===== config.mk =====
export PLATFORM = sky130hd
export DESIGN_NAME = sram_arbiter_flat
export DESIGN_NICKNAME = d
export VERILOG_FILES = /design/src/verilog/core_data_pkg.sv /design/src/verilog/mem_req_if.sv /design/src/verilog/sram_arbiter.sv /design/src/flat_wrapper.sv
export SDC_FILE = /design/constraint.sdc
export NUM_CORES = 1
export LEC_CHECK = 0
export ABC_CLOCK_PERIOD_IN_PS = 1690
export BUFFER_PORTS_ARGS = -buffer_cell sky130_fd_sc_hd__buf_4
export CAP_MARGIN = 25
export CORE_AREA = 2 2 121 123
export DETAILED_ROUTE_END_ITERATION = 16
export DIE_AREA = 0 0 123 125
export PLACE_DENSITY = 0.46
export SLEW_MARGIN = 5
export SYNTH_ARGS = -nofsm -noshare
export SYNTH_HDL_FRONTEND = slang
export SYNTH_SLANG_ARGS = --single-unit

===== constraint.sdc =====
create_clock -name clk_i -period 1.69 [get_ports clk_i]
set_input_delay 0.2535 -clock clk_i [delete_from_list [all_inputs] [get_ports clk_i]]
set_output_delay 0.2535 -clock clk_i [all_outputs]
set_load 0.02 [all_outputs]

===== src/verilog/core_data_pkg.sv =====
package core_data_pkg;

    ////////////////////////////////////////////////////////////
    // Bus widths
    ////////////////////////////////////////////////////////////

    // Byte address, data word and byte enables
    localparam int ADDR_W = 32;
    localparam int DATA_W = 32;
    localparam int BE_W   = 4;

    typedef logic [ADDR_W-1:0] addr_t;
    typedef logic [DATA_W-1:0] data_t;
    typedef logic [BE_W-1:0]   be_t;

    ////////////////////////////////////////////////////////////
    // Address map
    ////////////////////////////////////////////////////////////

    // Local SRAM window starts here
    localparam addr_t SRAM_BASE = 32'h0000_0000;

    ////////////////////////////////////////////////////////////
    // Arbiter
    ////////////////////////////////////////////////////////////

    // Owner of the data memory for one transfer
    typedef enum logic {
        PORT_CORE = 1'b0,
        PORT_EXT  = 1'b1
    } port_e;

endpackage


===== src/verilog/mem_req_if.sv =====
`timescale 1ns/1ps

// Request and response signals of the core-side memory protocol
interface mem_req_if;

    // Request side
    logic                  req;
    logic                  we;
    core_data_pkg::addr_t  addr;
    core_data_pkg::be_t    be;
    core_data_pkg::data_t  wdata;

    // Response side
    logic                  gnt;
    logic                  rvalid;
    core_data_pkg::data_t  rdata;

    modport requester (
        output req,
        output we,
        output addr,
        output be,
        output wdata,
        input  gnt,
        input  rvalid,
        input  rdata
    );

    modport responder (
        input  req,
        input  we,
        input  addr,
        input  be,
        input  wdata,
        output gnt,
        output rvalid,
        output rdata
    );

endinterface


===== src/verilog/sram_arbiter.sv =====
`timescale 1ns/1ps

module sram_arbiter (
    input  logic          clk_i,
    input  logic          reset_ni,

    mem_req_if.responder  core_port,
    mem_req_if.responder  ext_port,
    mem_req_if.requester  mem
);

    core_data_pkg::port_e sel;
    core_data_pkg::port_e last_q;
    core_data_pkg::port_e owner_q;

    ////////////////////////////////////////////////////////////
    // Round-robin select
    ////////////////////////////////////////////////////////////

    always_comb begin
        if (core_port.req && ext_port.req) begin
            // Loser of the last round goes first
            sel = (last_q == core_data_pkg::PORT_CORE) ? core_data_pkg::PORT_EXT
                                                       : core_data_pkg::PORT_CORE;
        end else if (ext_port.req) begin
            sel = core_data_pkg::PORT_EXT;
        end else begin
            sel = core_data_pkg::PORT_CORE;
        end
    end

    always_comb begin
        mem.req = core_port.req | ext_port.req;
        if (sel == core_data_pkg::PORT_EXT) begin
            mem.we    = ext_port.we;
            mem.addr  = ext_port.addr;
            mem.be    = ext_port.be;
            mem.wdata = ext_port.wdata;
        end else begin
            mem.we    = core_port.we;
            mem.addr  = core_port.addr;
            mem.be    = core_port.be;
            mem.wdata = core_port.wdata;
        end
    end

    assign core_port.gnt = mem.gnt & (sel == core_data_pkg::PORT_CORE);
    assign ext_port.gnt  = mem.gnt & (sel == core_data_pkg::PORT_EXT);

    ////////////////////////////////////////////////////////////
    // Response return
    ////////////////////////////////////////////////////////////

    always_ff @(posedge clk_i or negedge reset_ni) begin
        if (!reset_ni) begin
            last_q  <= core_data_pkg::PORT_EXT;
            owner_q <= core_data_pkg::PORT_CORE;
        end else if (mem.req && mem.gnt) begin
            last_q  <= sel;
            owner_q <= sel;
        end
    end

    assign core_port.rvalid = mem.rvalid & (owner_q == core_data_pkg::PORT_CORE);
    assign ext_port.rvalid  = mem.rvalid & (owner_q == core_data_pkg::PORT_EXT);
    assign core_port.rdata  = mem.rdata;
    assign ext_port.rdata   = mem.rdata;

endmodule


===== src/flat_wrapper.sv =====
// flat-port wrapper written by rule: the top's interface ports become plain ports
module sram_arbiter_flat 
  (clk_i, reset_ni, core_port_req, core_port_we, core_port_addr, core_port_be, core_port_wdata, core_port_gnt, core_port_rvalid, core_port_rdata, ext_port_req, ext_port_we, ext_port_addr, ext_port_be, ext_port_wdata, ext_port_gnt, ext_port_rvalid, ext_port_rdata, mem_req, mem_we, mem_addr, mem_be, mem_wdata, mem_gnt, mem_rvalid, mem_rdata);
  mem_req_if core_port_i ();
  mem_req_if ext_port_i ();
  mem_req_if mem_i ();
  input  logic clk_i;
  input  logic reset_ni;
  input wire logic [$bits(core_port_i.req)-1:0] core_port_req;
  input wire logic [$bits(core_port_i.we)-1:0] core_port_we;
  input wire logic [$bits(core_port_i.addr)-1:0] core_port_addr;
  input wire logic [$bits(core_port_i.be)-1:0] core_port_be;
  input wire logic [$bits(core_port_i.wdata)-1:0] core_port_wdata;
  output wire logic [$bits(core_port_i.gnt)-1:0] core_port_gnt;
  output wire logic [$bits(core_port_i.rvalid)-1:0] core_port_rvalid;
  output wire logic [$bits(core_port_i.rdata)-1:0] core_port_rdata;
  input wire logic [$bits(ext_port_i.req)-1:0] ext_port_req;
  input wire logic [$bits(ext_port_i.we)-1:0] ext_port_we;
  input wire logic [$bits(ext_port_i.addr)-1:0] ext_port_addr;
  input wire logic [$bits(ext_port_i.be)-1:0] ext_port_be;
  input wire logic [$bits(ext_port_i.wdata)-1:0] ext_port_wdata;
  output wire logic [$bits(ext_port_i.gnt)-1:0] ext_port_gnt;
  output wire logic [$bits(ext_port_i.rvalid)-1:0] ext_port_rvalid;
  output wire logic [$bits(ext_port_i.rdata)-1:0] ext_port_rdata;
  output wire logic [$bits(mem_i.req)-1:0] mem_req;
  output wire logic [$bits(mem_i.we)-1:0] mem_we;
  output wire logic [$bits(mem_i.addr)-1:0] mem_addr;
  output wire logic [$bits(mem_i.be)-1:0] mem_be;
  output wire logic [$bits(mem_i.wdata)-1:0] mem_wdata;
  input wire logic [$bits(mem_i.gnt)-1:0] mem_gnt;
  input wire logic [$bits(mem_i.rvalid)-1:0] mem_rvalid;
  input wire logic [$bits(mem_i.rdata)-1:0] mem_rdata;
  assign core_port_i.req = core_port_req;
  assign core_port_i.we = core_port_we;
  assign core_port_i.addr = core_port_addr;
  assign core_port_i.be = core_port_be;
  assign core_port_i.wdata = core_port_wdata;
  assign core_port_gnt = core_port_i.gnt;
  assign core_port_rvalid = core_port_i.rvalid;
  assign core_port_rdata = core_port_i.rdata;
  assign ext_port_i.req = ext_port_req;
  assign ext_port_i.we = ext_port_we;
  assign ext_port_i.addr = ext_port_addr;
  assign ext_port_i.be = ext_port_be;
  assign ext_port_i.wdata = ext_port_wdata;
  assign ext_port_gnt = ext_port_i.gnt;
  assign ext_port_rvalid = ext_port_i.rvalid;
  assign ext_port_rdata = ext_port_i.rdata;
  assign mem_req = mem_i.req;
  assign mem_we = mem_i.we;
  assign mem_addr = mem_i.addr;
  assign mem_be = mem_i.be;
  assign mem_wdata = mem_i.wdata;
  assign mem_i.gnt = mem_gnt;
  assign mem_i.rvalid = mem_rvalid;
  assign mem_i.rdata = mem_rdata;
  sram_arbiter u_core (.clk_i(clk_i), .reset_ni(reset_ni), .core_port(core_port_i), .ext_port(ext_port_i), .mem(mem_i));
endmodule

# == Word-level counts from Yosys, hierarchy flattened ==
# Cells that the tools add are included.
# op_classes
mux,7
reduce_logical,2
n_bitwise,7
# ops
operator,n
32-bit 2-to-1 mux,2
1-bit bitwise AND,4
1-bit 2-to-1 mux,4
4-bit 2-to-1 mux,1
1-bit logical AND,2
1-bit inverter,2
1-bit bitwise OR,1
# word_totals
input_bits,176
elab_cells,18
ff_bits,2
out_inout_bits,138

# == Depth between registers and ports, before layout ==
# logic_depth
depth_word,4
depth_mapped,3
depth_no_buf,2

# == Worst setup path after synthesis ==
# No wires, ideal clock.
# synth_timing
kind,register to output
startpoint,register u_core.last_q
endpoint,output mem_addr[12]
t_required_ns,1.436
n_path_buf,1
t_arrival_ns,1.223
slack_ns,0.213
stages_incl_launch_ff,4
cell_sequence,dfstp_2 -> a21boi_4 -> buf_4 -> mux2_2
# synth_between
elab_chain_len,3
# synth_lines
item,line_no,text
from (decl),sram_arbiter.sv:13,core_data_pkg::port_e last_q;
from (signal assigned),sram_arbiter.sv:56,last_q <= core_data_pkg::PORT_EXT;
from (signal assigned),sram_arbiter.sv:59,last_q <= sel;
1-bit 2-to-1 mux,sram_arbiter.sv:23,sel = (last_q == core_data_pkg::PORT_CORE) ? core_data_pkg::PORT_EXT
1-bit 2-to-1 mux,sram_arbiter.sv:21,if (core_port.req && ext_port.req) begin
32-bit 2-to-1 mux,sram_arbiter.sv:34,if (sel == core_data_pkg::PORT_EXT) begin
to (decl),flat_wrapper.sv:27,output wire logic [$bits(mem_i.addr)-1:0] mem_addr;
# Every way passes these cells.

# == Final worst setup path ==
# layout_timing
startpoint,register u_core.last_q
endpoint,output mem_wdata[7]
# layout_between
elab_chain_len,3
# layout_lines
item,line_no,text
1-bit 2-to-1 mux,sram_arbiter.sv:23,
1-bit 2-to-1 mux,sram_arbiter.sv:21,
32-bit 2-to-1 mux,sram_arbiter.sv:34,
to (decl),flat_wrapper.sv:29,output wire logic [$bits(mem_i.wdata)-1:0] mem_wdata;
# Every way passes these cells.

==> impl_metrics.csv <==
group,metric,value,unit
detailed_routing,via_per_inst,3.364,
detailed_routing,first_iter_violations,11,
yosys,netlist.area_leader.share,0.4863,
sta,fmax,542.0,MHz
clock_tree,clk_latency,220,ps
sta,clock_skew,1.211,ps
clock_tree,path_clk_slew,30,ps
yosys,synth.largest_area_cell,"mux2_2",
final_layout,fillers,1577,
die,die_w,123,um
clock_tree,htree_levels,1,
yosys,syn_area,1459,um^2
detailed_routing,vias,1655,
global_routing,antenna_found_initial,0,
min_path,min_path_type,"in -> reg",
yosys,synth.area.top_cells,"mux2_2, buf_4, mux2_1",
global_routing,grt_pass1_wl,8569,um
global_routing,grt_pass1_vias,1658,
final_layout,drive_gt1_frac,0.9448,
worst_setup_path,cp.required,1440,ps
clock_tree,cts_tree,"built",
clock_tree,clock-root-buffer,"clkbuf_16",
global_routing,grtUsageTotal,0.07169,
sta,hold_viol_final,0,
yosys,synth_nets,329,
worst_setup_path,crit_path_end_kind,"output pin",
pwr,pwr_density_cell,525.2,nW/um^2
worst_setup_path,arrival,1590,ps
final_layout,nets,485,
placed_design,dp_cells,487,
final_layout,stdcell_count,492,
clock_tree,cts_setup_buffers,0,
die,die_area,15380,um^2
yosys,avgSynthCellArea,9.535,um^2
global_routing,overflow,0,
pwr,power_frac_seq,0.047,
detailed_routing,drt_pass1_iterations,2,
job,drv_cap,0,
final_layout,syn2layout_area_growth,100.8,%
die,placementRows,44,
final_layout,fin_util,0.2062,
sta,tightest_slew,211.9,ps
placed_design,place_congestion,0.6937,
final_layout,final_cell_mix,"buf_4, mux2_2, mux2_1",
pwr,p_leak,1.448,nW
yosys,synth_seq_area_share,0.03516,
pwr,combPwrFrac,0.710,
yosys,ys_types,15,
sta,layout_setup_ws,-155.1,ps
pwr,switching_power,0.5410,mW
clock_tree,cts_buffer_depth,2,
final_layout,diodes,0,
yosys,synth_cells,153,
sta,relSlewSlack,0.8584,
global_routing,grt_max_degree,31,
detailed_routing,wl,6470,um
worst_setup_path,worst-setup-path-type,"reg -> out",
clock_tree,cts_made_buffers,3,
yosys,ys_ff_latch,2,
sta,holdWs,227.5,ps
sta,min_period_over_period,1.092,
worst_setup_path,crit_fanout,30,
pwr,p_int,0.9972,mW
sta,setup_viol,69,
worst_setup_path,start_kind,"flip-flop",
pwr,switching_share,0.3517,
placed_design,dp_slack,32.17,ps
detailed_routing,ant_nets,0,
sta,finalCriticalPeriod,1845,ps
die,start_util,0.1027,
yosys,yosysWarnings,0,
die,coreArea,14200,um^2
pwr,power_frac_clock,0.243,
placed_design,hpwl,5756,um
die,die-height,125,um
pwr,irDropWorstVdd,253.6,uV
die,ioPinCount,314,
outcome,status,"complete, but fails checks",
sta,slew_viol_final,0,
final_layout,layout_commonest_cell,"buf_4",
detailed_routing,routedWlPerCell,13.15,um
sta,rsz0062_at_grt,"yes",
clock_tree,cts_sinks,2,
detailed_routing,route.detailed.drc,0,
outcome,violations,"setup timing",
placed_design,io_buffers,217,
[worst max-delay path, stage by stage (launching register included)]
cell      delay (ps)
dfstp_2          380
a21boi_4         220
buf_12           230
mux2_2           360
buf_4            160
[power groups by stage]
stage          Combinational [mW]  Clock (mW)  Sequential, mW
2_1_floorplan               0.765           0          0.0690
3_3_place_gp                 1.09           0          0.0731
3_5_place_dp                 1.09           0          0.0737
4_1_cts                      1.10       0.380          0.0732
5_1_grt                      1.16       0.386          0.0742
6_report                     1.09       0.373          0.0723
[worst paths after layout]
| kind | depth (start not counted) | slack (ps) | end | startpoint |
|---|---|---|---|---|
| worst max-delay path | 4 | -160 | mem_wdata[7] | u_core.last_q$_DFFE_PN1P_ |
| worst min-delay path | 2 | 230 | u_core.last_q$_DFFE_PN1P_ | mem_gnt |
| worst max register to register | 2 | 680 | u_core.owner_q$_DFFE_PN0P_ | u_core.last_q$_DFFE_PN1P_ |
| worst min register to register | 2 | 550 | u_core.last_q$_DFFE_PN1P_ | u_core.last_q$_DFFE_PN1P_ |
| max in group asynchronous | 2 | 1130 | u_core.last_q$_DFFE_PN1P_ | reset_ni |
| min in group asynchronous | 2 | 370 | u_core.owner_q$_DFFE_PN0P_ | reset_ni |
[layer usage]
layer	vias up	global-route usage	routed length, um
met5	-	0	0
met4	0	0.03610	223
met3	26	0.01369	845
met2	135	0.1420	3396
met1	717	0.06777	2004
li1	777	-	-
[state kept, by name, indices dropped and copies added (netlist names)]
name            flops
u_core.owner_q      1
u_core.last_q       1
[cells in the mapped netlist]
cell / instances
a21oi_1: 1
buf_4: 66
mux2_1: 6
dfstp_2: 1
mux2_2: 63
a21boi_4: 1
and2_1: 1
a32o_1: 1
nand2_1: 2
nor2b_1: 2
and3_1: 1
or2_2: 1
buf_6: 5
dfrtp_1: 1
a31oi_1: 1
[cells by family after synthesis]
kind of cell	synth area share
flip-flops	0.03516
buffers and inverters	0.3782
multiplexers	0.5326
AO/OA/AOI/OAI	0.02745
AND/OR/NAND/NOR	0.02660
[area by class of cell]
type	instances	area, um^2	area share
clock buffer	4	78.83	0.02691
multi-input combinational	80	867.1	0.2960
sequential	2	51.30	0.01751
tap	184	230.2	0.07860
timing repair buffer	222	1702	0.5809
[timing repair]
action,in CTS,in global routing
cloned,0,0
pin swaps,0,0
hold endpoints to repair,2,0
hold buffers,1,0
setup endpoints to repair,69,69
resized for setup,0,5
[through the flow]
stage	TNS (ps)	total power [mW]	area, um^2
global placement	0	1.160	2821
CTS	-10680	1.553	2910
global route	-13180	1.616	2929
floorplan	0	0.8342	1459
finish	-9216	1.538	2929
detailed placement	0	1.167	2821
(Power assumes the default switching activity.)
