File: src/verilog/core_data_pkg.sv
package core_data_pkg;

    ////////////////////////////////////////////////////////////
    // Bus widths
    ////////////////////////////////////////////////////////////

    // Byte address, data word and byte enables
    localparam int ADDR_W = 32;
    localparam int DATA_W = 32;
    localparam int BE_W   = 4;

    typedef logic [ADDR_W-1:0] addr_t;
    typedef logic [DATA_W-1:0] data_t;
    typedef logic [BE_W-1:0]   be_t;

    ////////////////////////////////////////////////////////////
    // Address map
    ////////////////////////////////////////////////////////////

    // Local SRAM window starts here
    localparam addr_t SRAM_BASE = 32'h0000_0000;

    ////////////////////////////////////////////////////////////
    // Arbiter
    ////////////////////////////////////////////////////////////

    // Owner of the data memory for one transfer
    typedef enum logic {
        PORT_CORE = 1'b0,
        PORT_EXT  = 1'b1
    } port_e;

endpackage

File: src/verilog/mem_req_if.sv
`timescale 1ns/1ps

// Request and response signals of the core-side memory protocol
interface mem_req_if;

    // Request side
    logic                  req;
    logic                  we;
    core_data_pkg::addr_t  addr;
    core_data_pkg::be_t    be;
    core_data_pkg::data_t  wdata;

    // Response side
    logic                  gnt;
    logic                  rvalid;
    core_data_pkg::data_t  rdata;

    modport requester (
        output req,
        output we,
        output addr,
        output be,
        output wdata,
        input  gnt,
        input  rvalid,
        input  rdata
    );

    modport responder (
        input  req,
        input  we,
        input  addr,
        input  be,
        input  wdata,
        output gnt,
        output rvalid,
        output rdata
    );

endinterface

File: src/verilog/core_req_slot.sv
`timescale 1ns/1ps

module core_req_slot #(
    parameter int MEM_SIZE_KB = 8
) (
    input  logic                  clk_i,
    input  logic                  reset_ni,

    input  logic                  core_req_i,
    input  logic                  core_we_i,
    input  core_data_pkg::addr_t  core_addr_i,
    input  core_data_pkg::be_t    core_be_i,
    input  core_data_pkg::data_t  core_wdata_i,
    output logic                  core_gnt_o,
    output logic                  core_rvalid_o,
    output core_data_pkg::data_t  core_rdata_o,

    mem_req_if.requester          mem,

    output logic                  bus_req_o,
    output logic                  bus_we_o,
    output core_data_pkg::addr_t  bus_addr_o,
    output core_data_pkg::be_t    bus_be_o,
    output core_data_pkg::data_t  bus_wdata_o,
    input  logic                  bus_gnt_i,
    input  logic                  bus_rvalid_i,
    input  core_data_pkg::data_t  bus_rdata_i
);

    localparam core_data_pkg::addr_t WINDOW_BYTES =
        core_data_pkg::addr_t'(MEM_SIZE_KB * 1024);

    logic                  valid_q;
    logic                  issued_q;
    logic                  to_bus_q;
    logic                  we_q;
    core_data_pkg::addr_t  addr_q;
    core_data_pkg::be_t    be_q;
    core_data_pkg::data_t  wdata_q;

    core_data_pkg::addr_t  offset;
    logic                  to_bus;
    logic                  present;
    logic                  target_gnt;
    logic                  done;

    ////////////////////////////////////////////////////////////
    // Address decode
    ////////////////////////////////////////////////////////////

    // Below the base wraps to a large offset, so one compare covers both ends
    assign offset = core_addr_i - core_data_pkg::SRAM_BASE;
    assign to_bus = (offset >= WINDOW_BYTES);

    ////////////////////////////////////////////////////////////
    // Request steering
    ////////////////////////////////////////////////////////////

    assign present    = valid_q & ~issued_q;
    assign target_gnt = to_bus_q ? bus_gnt_i : mem.gnt;

    assign mem.req    = present & ~to_bus_q;
    assign mem.we     = we_q;
    assign mem.addr   = addr_q;
    assign mem.be     = be_q;
    assign mem.wdata  = wdata_q;

    assign bus_req_o   = present & to_bus_q;
    assign bus_we_o    = we_q;
    assign bus_addr_o  = addr_q;
    assign bus_be_o    = be_q;
    assign bus_wdata_o = wdata_q;

    // Response of the selected target closes the slot
    assign done = valid_q & issued_q & (to_bus_q ? bus_rvalid_i : mem.rvalid);

    assign core_gnt_o    = ~valid_q | done;
    assign core_rvalid_o = done;
    assign core_rdata_o  = to_bus_q ? bus_rdata_i : mem.rdata;

    always_ff @(posedge clk_i or negedge reset_ni) begin
        if (!reset_ni) begin
            valid_q  <= 1'b0;
            issued_q <= 1'b0;
            to_bus_q <= 1'b0;
        end else if (core_req_i && core_gnt_o) begin
            valid_q  <= 1'b1;
            issued_q <= 1'b0;
            to_bus_q <= to_bus;
        end else if (done) begin
            valid_q  <= 1'b0;
        end else if (present && target_gnt) begin
            issued_q <= 1'b1;
        end
    end

    // Request fields
    always_ff @(posedge clk_i) begin
        if (core_req_i && core_gnt_o) begin
            we_q    <= core_we_i;
            addr_q  <= core_addr_i;
            be_q    <= core_be_i;
            wdata_q <= core_wdata_i;
        end
    end

endmodule

File: src/flat_wrapper.sv
// flat-port wrapper written by rule: the top's interface ports become plain ports
module core_req_slot_flat 
#(
    parameter int MEM_SIZE_KB = 8
)
  (clk_i, reset_ni, core_req_i, core_we_i, core_addr_i, core_be_i, core_wdata_i, core_gnt_o, core_rvalid_o, core_rdata_o, bus_req_o, bus_we_o, bus_addr_o, bus_be_o, bus_wdata_o, bus_gnt_i, bus_rvalid_i, bus_rdata_i, mem_req, mem_we, mem_addr, mem_be, mem_wdata, mem_gnt, mem_rvalid, mem_rdata);
  mem_req_if mem_i ();
  input  logic clk_i;
  input  logic reset_ni;
  input  logic core_req_i;
  input  logic core_we_i;
  input  core_data_pkg::addr_t core_addr_i;
  input  core_data_pkg::be_t core_be_i;
  input  core_data_pkg::data_t core_wdata_i;
  output logic core_gnt_o;
  output logic core_rvalid_o;
  output core_data_pkg::data_t core_rdata_o;
  output logic bus_req_o;
  output logic bus_we_o;
  output core_data_pkg::addr_t bus_addr_o;
  output core_data_pkg::be_t bus_be_o;
  output core_data_pkg::data_t bus_wdata_o;
  input  logic bus_gnt_i;
  input  logic bus_rvalid_i;
  input  core_data_pkg::data_t bus_rdata_i;
  output wire logic [$bits(mem_i.req)-1:0] mem_req;
  output wire logic [$bits(mem_i.we)-1:0] mem_we;
  output wire logic [$bits(mem_i.addr)-1:0] mem_addr;
  output wire logic [$bits(mem_i.be)-1:0] mem_be;
  output wire logic [$bits(mem_i.wdata)-1:0] mem_wdata;
  input wire logic [$bits(mem_i.gnt)-1:0] mem_gnt;
  input wire logic [$bits(mem_i.rvalid)-1:0] mem_rvalid;
  input wire logic [$bits(mem_i.rdata)-1:0] mem_rdata;
  assign mem_req = mem_i.req;
  assign mem_we = mem_i.we;
  assign mem_addr = mem_i.addr;
  assign mem_be = mem_i.be;
  assign mem_wdata = mem_i.wdata;
  assign mem_i.gnt = mem_gnt;
  assign mem_i.rvalid = mem_rvalid;
  assign mem_i.rdata = mem_rdata;
  core_req_slot #(.MEM_SIZE_KB(MEM_SIZE_KB)) u_core (.clk_i(clk_i), .reset_ni(reset_ni), .core_req_i(core_req_i), .core_we_i(core_we_i), .core_addr_i(core_addr_i), .core_be_i(core_be_i), .core_wdata_i(core_wdata_i), .core_gnt_o(core_gnt_o), .core_rvalid_o(core_rvalid_o), .core_rdata_o(core_rdata_o), .mem(mem_i), .bus_req_o(bus_req_o), .bus_we_o(bus_we_o), .bus_addr_o(bus_addr_o), .bus_be_o(bus_be_o), .bus_wdata_o(bus_wdata_o), .bus_gnt_i(bus_gnt_i), .bus_rvalid_i(bus_rvalid_i), .bus_rdata_i(bus_rdata_i));
endmodule
File: config.mk
export PLATFORM = sky130hd
export DESIGN_NAME = core_req_slot_flat
export DESIGN_NICKNAME = d
export VERILOG_FILES = /design/src/verilog/core_data_pkg.sv /design/src/verilog/mem_req_if.sv /design/src/verilog/core_req_slot.sv /design/src/flat_wrapper.sv
export SDC_FILE = /design/constraint.sdc
export NUM_CORES = 1
export LEC_CHECK = 0
export BUFFER_PORTS_ARGS = -buffer_cell sky130_fd_sc_hd__buf_2
export CAP_MARGIN = 20
export CORE_AREA = 2 2 122 124
export DETAILED_ROUTE_END_ITERATION = 10
export DIE_AREA = 0 0 124 126
export GPL_TIMING_DRIVEN = 0
export PLACE_DENSITY = 0.58
export SETUP_SLACK_MARGIN = 0.2
export SLEW_MARGIN = 30
export SYNTH_ARGS = -nofsm -noshare
export SYNTH_HDL_FRONTEND = slang
export SYNTH_SLANG_ARGS = --single-unit
File: constraint.sdc
create_clock -name clk_i -period 2.2 [get_ports clk_i]
set_clock_uncertainty 0.1 [all_clocks]
set_input_delay 0.33 -clock clk_i [delete_from_list [all_inputs] [get_ports clk_i]]
set_output_delay 0.33 -clock clk_i [all_outputs]
set_load 0.03 [all_outputs]
Word-level counts from Yosys, hierarchy flattened

Index checks and enable logic that the tools add are counted.

Input port bits: 140
Output and inout bits: 174
Memories kept: 0
Bits in read-only memories: 0
Latch bits: 0
Memory bits (writable): 0
Logic and storage cells: 31
Bits in registers: 72

Divide/modulo/power cells: 0
Shift operators: 0
Reduce and logical (&&, ||, !) cells: 5
Multiply operators: 0
Add/sub/neg operators: 0
Bitwise operators: 9
Multiplexer cells: 8
Equality and inequality tests: 1
$lt $le $gt $ge: 1

Operators by type and width:

| kind                                                                     | number |
|---|---|
| 32-bit by 14-bit >= comparator with 1-bit output (second input constant) | 1 |
| 32-bit two-way mux                                                       | 1 |
| 1-bit two-way mux                                                        | 7 |
| 1-bit AND                                                                | 5 |
| 2-bit nonzero test                                                       | 2 |
| 1-bit NOT                                                                | 3 |
| 1-bit logical AND                                                        | 2 |
| 2-bit inequality test (second input constant)                            | 1 |
| 2-bit AND reduction                                                      | 1 |
| 1-bit OR                                                                 | 1 |

Depth between registers and ports, before layout

Word-level depth: 6
Gate-level depth with buffers: 5
Gate-level depth less buffers: 4

Worst setup path before layout

OpenSTA, ideal clock, no wires.

Path kind: register to register
Start point: reg u_core.to_bus_q
End point: reg u_core.addr_q[0] (netlist: u_core.bus_addr_o[0]) (enable)
Required time: 1721 ps
Slack: 45 ps
Setup time: 379 ps
Cell stages (with the launch flop): 5
Path buffers: 1
Data arrival time: 1676 ps
Cell sequence: dfrtp_1 -> buf_6 -> mux2i_2 -> o21ai_2 -> and2_4

Word-level cells in the longest chain between the ends: 4

Ends and longest elaborated chain:

| what                     | RTL line             | text |
|---|---|---|
| start: declaration       | core_req_slot.sv:35  | `logic to_bus_q;` |
| start signal: assignment | core_req_slot.sv:89  | `to_bus_q <= to_bus;` |
| 1-bit two-way mux        | core_req_slot.sv:75  | `assign done = valid_q & issued_q & (to_bus_q ? bus_rvalid_i : mem.rvalid);` |
| 1-bit AND                | core_req_slot.sv:75  |  |
| 1-bit OR                 | core_req_slot.sv:77  | `assign core_gnt_o = ~valid_q \| done;` |
| net core_gnt_o           | flat_wrapper.sv:15   | `output logic core_gnt_o;` |
| 1-bit logical AND        | core_req_slot.sv:99  | `if (core_req_i && core_gnt_o) begin` |
| end signal: assignment   | core_req_slot.sv:101 | `addr_q <= core_addr_i;` |
| end: declaration         | core_req_slot.sv:37  | `core_data_pkg::addr_t addr_q;` |

The timed path passes the listed nets, and every way through them passes these cells.
A chain may end at the register's enable or synchronous reset.

Worst setup path after layout

Start point: reg u_core.to_bus_q
End point: out core_rdata_o[3]

Word-level cells in the longest chain between the ends: 1

Ends and longest elaborated chain:

| what               | RTL line            | text |
|---|---|---|
| 32-bit two-way mux | core_req_slot.sv:79 | `assign core_rdata_o = to_bus_q ? bus_rdata_i : mem.rdata;` |
| end: declaration   | flat_wrapper.sv:17  | `output core_data_pkg::data_t core_rdata_o;` |

Every way passes these cells.

==> metrics.txt <==
P_leak=2.58 nW; port bufs=313; layout cells sized above 1=83.1%; final core occ=37.0%; Die ar.=15,600 µm²; worst slew pin tran=0.596 ns; sequential share of power=37.2%; Finished Cell Area=5300 µm²; final hold violations=0; final slew viol count=0; Max Cap Viol=0; clock period minus worst slack=1.97 ns; Final Setup Violations=0; drt first pass iters=4; Gate power share=34.7%; Yosys warning count=0; largest cells by area after synthesis=edfxtp_1 65%, buf_4 16%, mux2_2 11%; final WL=11.2 mm; data arrival time of the worst path=1.54 ns; post-synthesis cell count=195; type of the worst setup path=reg2out; DR DRC count=0; DR WL/cell=15.7 µm; first-pass GRT wire length=15.3 mm; setup TNS=0 ns; TritonCTS clock tree=yes; die width=124 µm; Rows=44; clock root buffer=clkbuf_16; 1st-iter DRT viols=138; Crit. End Element=primary output; Critical Path Source Type=flip-flop; post-route ant nets=0; initial antenna violation count=5; clk sink count=72; dpl hpwl=9.25 mm; Post-CTS Setup Bufs=0; Die Ht=126 µm; post-synthesis sequential area ratio=67.6%; routed vias=2,764; worst skew pair latency=0.32 ns; Area growth, synth to finish=66.9%; Crit-path slowest cell=mux2_2; syn avg cell area=16.3 µm²; IO Pins=314; Max Clock Freq=507 MHz; Hold WC Path Type=in2reg; Synth Cell Area=3180 µm²; RePlAce Congestion=0.748; H-tree depth=3; Yosys top cell area share=65.2%; switch share=35.8%; Clock Power Share=28.1%; dominant cell type by area after synthesis=edfxtp_1; Yosys reg bits=72; core area=14,300 µm²; power density cells=944 nW/µm²; Placement Cell Area=4980 µm²; Tot GR Track Use=13.6%; number of global-route vias before repair=2,748; slew margin rel.=59.9%; Tcrit/Tclk final=89.6%; critical path data required time=1.77 ns; Clock Tree Buf Depth=2; internal power=3.21 mW; most common cell after layout, fill and taps aside=buf_2; largest net degree at the start of global routing=37; outcome=complete, no violations; NetSw=1.79 mW; CP Cell Sequence=buf_6 > buf_4 > mux2_2 > buf_2; via-per-instance ratio=3.88; CP Max Fanout=10; Congestion Overflow GR=0; Post-Syn Nets=335; RSZ-0062 raised after global routing=yes; TritonCTS Buffers=9; Clk pin slew, worst setup/hold paths=0.06 ns; initial core utilization=22.2%; VDD IR max=0.355 mV; Yosys cell types=19; most frequent cells in the layout=313 x buf_2, 72 x buf_4, 69 x edfxtp_1, 32 x mux2_2, 9 x clkbuf_16; CP peak stage delay=0.36 ns; Layout Nets=661
## final timing paths
check | from | slack [ns] | depth (start not counted) | endpoint
worst max-delay path | u_core.to_bus_q | 0.23 | 4 | core_rdata_o[3]
worst min-delay path | core_wdata_i[27] | 0.08 | 1 | u_core.bus_wdata_o[27]
worst max register to register | u_core.to_bus_q | 0.33 | 4 | u_core.bus_addr_o[18]
worst min register to register | u_core.issued_q | 0.46 | 2 | u_core.issued_q
max in group asynchronous | reset_ni | 1.62 | 2 | u_core.issued_q
min in group asynchronous | reset_ni | 0.28 | 2 | u_core.to_bus_q
## stage by stage
stage / cells / power [mW] / setup WS, ns / hold slack [ns]
after floorplan: 195 / 3.06 / 0.138 / -0.0656
after global placement: 692 / 3.62 / 0.0215 / 0.0295
after detailed placement: 692 / 3.64 / 0.0155 / 0.0280
after CTS: 710 / 5.09 / 0.195 / 0.0637
after global routing: 710 / 5.26 / 0.168 / 0.0573
final: 712 / 5.00 / 0.229 / 0.0793
## state kept, by name (all words and copies together) (netlist names)
| signal | cells |
|---|---|
| u_core.bus_addr_o | 32 |
| u_core.bus_be_o | 4 |
| u_core.valid_q | 1 |
| u_core.to_bus_q | 1 |
| u_core.bus_wdata_o | 32 |
| u_core.bus_we_o | 1 |
| u_core.issued_q | 1 |
## critical path: cells and delay by family (launching register included)
family	cells	cell delay, ns
buffers and inverters	3	0.52
multiplexers	1	0.36
flip-flops	1	0.33
## synthesized netlist by cell type
cell type and count:
inv_1 1, and2_4 1, mux2_2 32, a221oi_1 1, nand2b_1 1, nand4_1 1, nor4_1 5, dfrtp_1 3
o21ai_2 1, buf_4 69, a21oi_2 1, buf_2 3, and3_1 1, mux2i_2 1, nor2_1 1, a21oi_1 1
edfxtp_1 69, nor3b_1 2, buf_6 1
## area by class of cell
| type | count | area [µm²] |
|---|---|---|
| antenna | 2 | 5.00 |
| buffer | 73 | 552 |
| clock buffer | 10 | 229 |
| clock inverter | 6 | 60.1 |
| fill | 1444 | 9010 |
| inverter | 1 | 3.75 |
| multi-input combinational | 50 | 499 |
| sequential | 72 | 2150 |
| tap | 184 | 230 |
| timing repair buffer | 314 | 1580 |
## logic make-up after synthesis
family	after synthesis	share of synthesized area (%)
compound gates	4	0.984
buf+inv	74	17.2
flops	72	67.6
mux	33	11.8
simple gates	12	2.44
## metal layers
metal,vias up,global-route usage (%),wire (µm)
li1,1298,-,-
met1,1256,13.2,3760
met2,193,26.3,5970
met3,15,4.98,1270
met4,2,3.97,153
met5,-,0,11
## power by group through the flow
stage	combinational, mW	clock, mW	sequential (mW)
floorplan	0.845	0	2.21
global placement	1.73	0	1.89
finish	1.74	1.40	1.86
detailed placement	1.74	0	1.90
CTS	1.76	1.46	1.87
global route	1.85	1.52	1.89
## repair_timing
| item | 4_1_cts | 5_1_grt |
|---|---|---|
| pin swaps | 1 | 0 |
| gates resized for setup | 4 | 0 |
| hold endpoints to repair | 3 | 0 |
| hold buffers | 1 | 0 |
| setup endpoints to repair | 100 | 22 |
| gates cloned | 1 | 0 |
Power figures use the tool's default switching activity.
